### config.mk
export PLATFORM = sky130hd
export DESIGN_NAME = xdcr_array_top
export DESIGN_NICKNAME = d
export VERILOG_FILES = /design/src/design/array_cfg_pkg.sv /design/src/design/drive_types_pkg.sv /design/src/design/xdcr_array_top.sv /design/src/design/pin_mapper.sv /design/src/design/transducer_lane.sv /design/src/design/drive_cmd_dispatcher.sv /design/src/design/pwm_timebase.sv
export SDC_FILE = /design/constraint.sdc
export NUM_CORES = 2
export LEC_CHECK = 0
export BUFFER_PORTS_ARGS = -buffer_cell sky130_fd_sc_hd__buf_2
export CORE_MARGIN = 2
export CORE_UTILIZATION = 48
export CTS_BUF_LIST = sky130_fd_sc_hd__clkbuf_4 sky130_fd_sc_hd__clkbuf_8 sky130_fd_sc_hd__clkbuf_16
export DETAILED_ROUTE_END_ITERATION = 6
export PLACE_DENSITY = 0.61
export SYNTH_ARGS = -nofsm -noshare
export SYNTH_HDL_FRONTEND = slang
export SYNTH_SLANG_ARGS = --single-unit
### constraint.sdc
create_clock -name clk_l -period 6.05 [get_ports clk_l]
set_clock_uncertainty 0.1 [all_clocks]
set_input_delay 0.9075 -clock clk_l [delete_from_list [all_inputs] [get_ports clk_l]]
set_output_delay 0.9075 -clock clk_l [all_outputs]
set_load 0.02 [all_outputs]
### src/design/array_cfg_pkg.sv
package array_cfg_pkg;

    // Array geometry
    localparam int NUM_CH   = 8;
    localparam int CH_IDX_W = $clog2(NUM_CH);

    // PWM period is a power of two so duty, phase and count all wrap together
    localparam int CNT_W     = 9;
    localparam int PWM_CYCLE = 1 << CNT_W;

    // Half a period, the tie point for the shortest phase path
    localparam logic [CNT_W-1:0] PHASE_HALF = CNT_W'(PWM_CYCLE / 2);

    // Largest change the silencer applies per period
    localparam logic [CNT_W-1:0] DUTY_STEP  = CNT_W'(32);
    localparam logic [CNT_W-1:0] PHASE_STEP = CNT_W'(32);

    // Command FIFO depth, equal to the host's credit count after reset
    localparam int CMD_CREDITS = 4;
    localparam int PTR_W       = $clog2(CMD_CREDITS);
    localparam int OCC_W       = $clog2(CMD_CREDITS + 1);

    // Physical pin index of a lane, a fixed permutation of the array wiring
    function automatic int pin_of_lane(input int lane);
        return (lane * 3 + 1) % NUM_CH;
    endfunction

endpackage
### src/design/drive_types_pkg.sv
package drive_types_pkg;

    import array_cfg_pkg::*;

    // Drive setting of one channel
    typedef struct packed {
        logic [CNT_W-1:0] duty;
        logic [CNT_W-1:0] phase;
    } drive_set_t;

    // Host command, addressed to one channel
    typedef struct packed {
        logic [CH_IDX_W-1:0] ch;
        drive_set_t          set;
    } drive_cmd_t;

endpackage

### src/design/xdcr_array_top.sv
`timescale 1ns/1ps

module xdcr_array_top
    import array_cfg_pkg::*;
    import drive_types_pkg::*;
(
    input  logic              clk_l,
    input  logic              rst,
    input  logic              cmd_valid,
    input  drive_cmd_t        cmd,
    output logic              credit_ret,
    output logic [NUM_CH-1:0] pins,
    output logic [NUM_CH-1:0] settled
);

    logic [CNT_W-1:0]  cnt;
    logic              period_start;
    logic [NUM_CH-1:0] lane_wr;
    drive_set_t        lane_set;
    logic [NUM_CH-1:0] lane_pwm;
    logic [NUM_CH-1:0] lane_settled;

    pwm_timebase pwm_timebase_i (
        .clk_l        (clk_l),
        .rst          (rst),
        .cnt          (cnt),
        .period_start (period_start)
    );

    drive_cmd_dispatcher drive_cmd_dispatcher_i (
        .clk_l      (clk_l),
        .rst        (rst),
        .cmd_valid  (cmd_valid),
        .cmd        (cmd),
        .credit_ret (credit_ret),
        .lane_wr    (lane_wr),
        .lane_set   (lane_set)
    );

    // One lane per transducer channel
    for (genvar i = 0; i < NUM_CH; i++) begin : g_lane
        transducer_lane transducer_lane_i (
            .clk_l        (clk_l),
            .rst          (rst),
            .cnt          (cnt),
            .period_start (period_start),
            .wr           (lane_wr[i]),
            .set          (lane_set),
            .pwm          (lane_pwm[i]),
            .settled      (lane_settled[i])
        );
    end

    pin_mapper pin_mapper_i (
        .clk_l        (clk_l),
        .rst          (rst),
        .lane_pwm     (lane_pwm),
        .lane_settled (lane_settled),
        .pins         (pins),
        .settled      (settled)
    );

endmodule

### src/design/pin_mapper.sv
`timescale 1ns/1ps

module pin_mapper
    import array_cfg_pkg::*;
(
    input  logic              clk_l,
    input  logic              rst,
    input  logic [NUM_CH-1:0] lane_pwm,
    input  logic [NUM_CH-1:0] lane_settled,
    output logic [NUM_CH-1:0] pins,
    output logic [NUM_CH-1:0] settled
);

    logic [NUM_CH-1:0] mapped;

    // Lane order to physical wiring order
    for (genvar k = 0; k < NUM_CH; k++) begin : g_map
        assign mapped[pin_of_lane(k)] = lane_pwm[k];
    end

    // Output stage, settled stays in lane order
    always_ff @(posedge clk_l) begin
        if (rst) begin
            pins    <= '0;
            settled <= '0;
        end else begin
            pins    <= mapped;
            settled <= lane_settled;
        end
    end

endmodule

### src/design/transducer_lane.sv
`timescale 1ns/1ps

module transducer_lane
    import array_cfg_pkg::*;
    import drive_types_pkg::*;
(
    input  logic             clk_l,
    input  logic             rst,
    input  logic [CNT_W-1:0] cnt,
    input  logic             period_start,
    input  logic             wr,
    input  drive_set_t       set,
    output logic             pwm,
    output logic             settled
);

    drive_set_t       target;
    drive_set_t       cur;
    drive_set_t       cur_next;
    logic [CNT_W-1:0] duty_up;
    logic [CNT_W-1:0] duty_dn;
    logic [CNT_W-1:0] phase_up;
    logic [CNT_W-1:0] phase_dn;
    logic [CNT_W-1:0] rel_cnt;

    always_ff @(posedge clk_l) begin
        if (rst) begin
            target <= '0;
        end else if (wr) begin
            target <= set;
        end
    end

    // Distances toward the target, phase ones wrap around the period
    always_comb begin
        duty_up  = target.duty - cur.duty;
        duty_dn  = cur.duty - target.duty;
        phase_up = target.phase - cur.phase;
        phase_dn = cur.phase - target.phase;
        cur_next = cur;

        if (target.duty > cur.duty) begin
            cur_next.duty = cur.duty + ((duty_up > DUTY_STEP) ? DUTY_STEP : duty_up);
        end else if (target.duty < cur.duty) begin
            cur_next.duty = cur.duty - ((duty_dn > DUTY_STEP) ? DUTY_STEP : duty_dn);
        end

        // Shorter way round, exactly half a period goes up
        if (phase_up != '0) begin
            if (phase_up <= PHASE_HALF) begin
                cur_next.phase = cur.phase + ((phase_up > PHASE_STEP) ? PHASE_STEP : phase_up);
            end else begin
                cur_next.phase = cur.phase - ((phase_dn > PHASE_STEP) ? PHASE_STEP : phase_dn);
            end
        end
    end

    // Silencer steps once per period
    always_ff @(posedge clk_l) begin
        if (rst) begin
            cur <= '0;
        end else if (period_start) begin
            cur <= cur_next;
        end
    end

    assign rel_cnt = cnt - cur.phase;

    always_ff @(posedge clk_l) begin
        if (rst) begin
            pwm <= 1'b0;
        end else begin
            pwm <= (rel_cnt < cur.duty);
        end
    end

    assign settled = (cur == target);

    // Slew bound on the acoustic output, checked across the period update
    a_duty_slew: assert property (
        @(posedge clk_l) disable iff (rst)
        period_start |=> ((cur.duty >= $past(cur.duty)) ?
            ((cur.duty - $past(cur.duty)) <= DUTY_STEP) :
            (($past(cur.duty) - cur.duty) <= DUTY_STEP))
    ) else $error("duty step exceeds limit");

endmodule

### src/design/drive_cmd_dispatcher.sv
`timescale 1ns/1ps

module drive_cmd_dispatcher
    import array_cfg_pkg::*;
    import drive_types_pkg::*;
(
    input  logic              clk_l,
    input  logic              rst,
    input  logic              cmd_valid,
    input  drive_cmd_t        cmd,
    output logic              credit_ret,
    output logic [NUM_CH-1:0] lane_wr,
    output drive_set_t        lane_set
);

    drive_cmd_t       fifo_mem [CMD_CREDITS];
    logic [PTR_W-1:0] wr_ptr;
    logic [PTR_W-1:0] rd_ptr;
    logic [OCC_W-1:0] occ;
    logic             push;
    logic             pop;
    logic             full;
    drive_cmd_t       head;

    // No ready signal, the host only sends while it holds a credit
    assign push = cmd_valid;
    assign pop  = (occ != '0);
    assign full = (occ == OCC_W'(CMD_CREDITS));
    assign head = fifo_mem[rd_ptr];

    always_ff @(posedge clk_l) begin
        if (push) begin
            fifo_mem[wr_ptr] <= cmd;
        end
    end

    always_ff @(posedge clk_l) begin
        if (rst) begin
            wr_ptr <= '0;
            rd_ptr <= '0;
            occ    <= '0;
        end else begin
            if (push) begin
                wr_ptr <= (wr_ptr == PTR_W'(CMD_CREDITS - 1)) ? '0 : wr_ptr + PTR_W'(1);
            end
            if (pop) begin
                rd_ptr <= (rd_ptr == PTR_W'(CMD_CREDITS - 1)) ? '0 : rd_ptr + PTR_W'(1);
            end
            case ({push, pop})
                2'b10:   occ <= occ + OCC_W'(1);
                2'b01:   occ <= occ - OCC_W'(1);
                default: occ <= occ;
            endcase
        end
    end

    // Head entry goes out in its pop cycle, one credit back per pop
    always_comb begin
        lane_wr = '0;
        if (pop) begin
            lane_wr = NUM_CH'(1) << head.ch;
        end
    end

    assign lane_set   = head.set;
    assign credit_ret = pop;

    // Host pushing into a full FIFO has spent a credit it did not hold
    a_no_push_when_full: assert property (
        @(posedge clk_l) disable iff (rst)
        !(push && full)
    ) else $error("command accepted while FIFO full");

endmodule

### src/design/pwm_timebase.sv
`timescale 1ns/1ps

module pwm_timebase
    import array_cfg_pkg::*;
(
    input  logic             clk_l,
    input  logic             rst,
    output logic [CNT_W-1:0] cnt,
    output logic             period_start
);

    // Shared period counter, every lane takes its phase reference from it
    always_ff @(posedge clk_l) begin
        if (rst) begin
            cnt <= '0;
        end else if (cnt == CNT_W'(PWM_CYCLE - 1)) begin
            cnt <= '0;
        end else begin
            cnt <= cnt + CNT_W'(1);
        end
    end

    // Tick that paces the silencers
    assign period_start = (cnt == '0);

endmodule

==> summary.md <==
| Metric | Value |
|---|---|
| Initial antenna violation count | `6` |
| Dpl cell area | `0.04101 mm^2` |
| Number of library cell types mapped by synthesis | `100` |
| RSZ-0062 raised after global routing | `false` |
| Row count | `105` |
| First-pass GRT wire length | `167.2 mm` |
| R2R Path Start | `g_lane[7].transducer_lane_i.cur[11]$_SDFFE_PP0P_` |
| Worst skew pair latency | `0.62 ns` |
| Die H | `292.1 um` |
| Worst-path cell chain | `inv_1, ha_1, nor2b_1, o21ai_0, a21o_1, or4b_2, o311ai_0, a21oi_1, nand2_1, or2_2, ha_1, nand2_1, or3_1, a21o_1, a32oi_1, ha_1, a21boi_0, o21ai_1, a211o_1, nor3_1, o2111a_1, nor4_1, o311ai_1` |
| Setup TNS | `0 ns` |
| CTS tree | `built` |
| Mapped cell area | `0.03984 mm^2` |
| Synthesized Nets | `5350` |
| Hold Crit Class | `flop to flop` |
| Layout area overhead | `8.024%` |
| Worst Setup Path Type | `flop to flop` |
| DRT antenna net count | `0` |
| Clk buf depth | `3` |
| Fillers | `7745` |
| Max Cap Violations | `0` |
| # setup viols final | `0` |
| Via Count | `32936` |
| Final nets | `5322` |
| Vias in the first global route | `31252` |
| Fin Hold WS | `0.3341 ns` |
| Worst Path Max Fanout | `8` |
| H-tree levels | `2` |
| Asr flop ratio synth | `0%` |
| Fin. max-slew vios | `0` |
| Area leader, netlist | `ha_1` |
| Port buffer count | `40` |
| Critical path's slowest cell | `or4b_2` |
| Final Hold Vio Count | `0` |
| TritonCTS Buffers | `54` |
| Root Buffer | `clkbuf_16` |
| RD Place Congestion | `0.9123` |
| Total die area | `0.08533 mm^2` |
| CP required | `6.42 ns` |
| EDFF count, synth | `84` |
| Area of the multi-input gates | `0.02848 mm^2` |
| CP Capture Type | `flop` |
| Clock tree sinks | `414` |
| Fin crit period | `5.576 ns` |
| Register Area | `0.009131 mm^2` |
| DRT Wirelength | `104.0 mm` |
| CTS clk-pin slew, worst paths | `0.05 ns` |
| Syn avg cell area | `8.448 um^2` |
| Hpwl dp | `76.74 mm` |
| Sequential cell area fraction in the yosys report | `22.91%` |
| DRC errors left | `0` |
| Initial DRT Pass Iterations | `7` |
| Most Frequent Cell on Critical Path | `ha_1` |
| CP Launch Type | `flop` |
| Tcrit/Tclk final | `92.16%` |
| Top-area cell type share of the netlist area | `17.37%` |
| Wire per inst | `17.91 um` |
| Core ar. | `0.08211 mm^2` |
| Hold path startpoint | `g_lane[6].transducer_lane_i.pwm$_SDFF_PP0_` |
| Most used standard cell by instance count after synthesis | `ha_1` |
| Io pins | `41` |
| Syn Inst Count | `4716` |
| Top post-synthesis cells by count | `ha_1, nor2_1, inv_1` |
| Delay of the slowest critical-path stage | `0.57 ns` |
| GRT Total Usage | `24.01%` |
| Highest clock rate | `179.3 MHz` |
| Grt ovf | `0` |
| Iter 0 DRT Violations | `1920` |
| Routed vias/inst | `5.675` |
| Final core occ | `52.42%` |
| Rel. slew slack | `22.72%` |
| Outcome | `completed` |
| Synth Flop Type | `dfxtp_1` |
| Initial Utilization | `48.52%` |
| Critical Path AT | `5.95 ns` |
| Synth warn | `0` |
| Die width | `292.1 um` |
| Largest net degree at the start of global routing | `116` |
| Top cells by area, synth | `ha_1, dfxtp_1, edfxtp_1` |
| CP Launch Point | `g_lane[7].transducer_lane_i.cur[11]$_SDFFE_PP0P_` |
| Seq cells post-synth | `414` |
| Fraction of layout cells with a size suffix above 1 | `6.022%` |
| Slew @ Worst Pin | `1.159 ns` |
| Post-route cell area | `0.04304 mm^2` |
==> metal layers <==
layer	vias up	GRT usage [%]	part of all wire (%)
met5	-	0	0.035
met4	6	6.047	2.4
met3	141	2.641	4.0
met2	581	40.03	45
met1	15528	33.05	48
li1	16680	-	-
==> sequential cells by signal (all words and copies together) (netlist names), named ones only <==
register / flops
g_lane.transducer_lane_i.cur: 144
pwm_timebase_i.cnt: 9
g_lane.transducer_lane_i.target: 144
g_lane.transducer_lane_i.pwm: 8
drive_cmd_dispatcher_i.occ: 3
pin_mapper_i.settled: 8
pin_mapper_i.pins: 8
drive_cmd_dispatcher_i.rd_ptr: 2
drive_cmd_dispatcher_i.wr_ptr: 2
drive_cmd_dispatcher_i.fifo_mem: 84
==> path summary, 6_finish.rpt <==
check	endpoint	slack, ns	depth (start not counted)
setup / recovery	g_lane[7].transducer_lane_i.cur[17]$_SDFFE_PP0P_	0.47	23
hold / removal	pin_mapper_i.pins[3]$_SDFF_PP0_	0.33	1
setup reg to reg	g_lane[7].transducer_lane_i.cur[17]$_SDFFE_PP0P_	0.47	23
hold reg to reg	pin_mapper_i.pins[3]$_SDFF_PP0_	0.33	1
==> per-stage QoR <==
| step | worst slack (ns) | cells |
|---|---|---|
| finish | 0.4741 | 5804 |
| global route | 0.02436 | 5803 |
| CTS | 0.4018 | 5803 |
| detailed placement | 0.3991 | 5702 |
| global placement | 0.5094 | 5702 |
| floorplan | 0.9684 | 4716 |
==> cell type report <==
class                   instances  share of cell area, %
flip-flops and latches        414                  21.22
inverters                     420                  3.663
multi-input cells            3722                  66.18
diodes                          1               0.005814
clock buffers                  69                  3.515
well taps                    1070                  3.111
repair buffers                 76                  1.145
clock inverters                32                  1.166
==> logic make-up after synthesis <==
family / after synthesis / share of synthesized area, %
buffers and inverters: 580 / 5.684
muxes: 250 / 6.987
xor gates and xnor gates: 369 / 8.112
DFF: 414 / 22.91
and+or+nand+nor: 1339 / 16.71
AOI/OAI and AO/OA: 1154 / 19.36
adders and majority gates: 610 / 20.23
==> critical path: cells and delay by family, from the launching register on <==
family	cells	cell delay, ns
simple gates	8	1.97
compound gates	11	2.00
fa+ha+maj	3	0.85
flops	1	0.42
buf+inv	1	0.09
==> what timing repair did <==
item                       CTS  global route
gates resized for setup      0             6
hold endpoints to repair     0             0
hold buffers                 0             0
setup endpoints to repair    0             2
setup buffers                0             0
==> cell usage in the layout, fill, tap and decap left out, drive strengths merged, types with 87 or more instances in the layout <==
| master | count |
|---|---|
| inv | 421 |
| xnor2 | 221 |
| o21ai | 160 |
| ha | 553 |
| mux2i | 220 |
| nand2b | 87 |
| a21o | 177 |
| nand2 | 196 |
| xor2 | 148 |
| dfxtp | 330 |
| nor2 | 513 |
| a21oi | 354 |
Power is not shown: default switching activity piles up to over one toggle a cycle in this logic, so the estimate is an artifact.
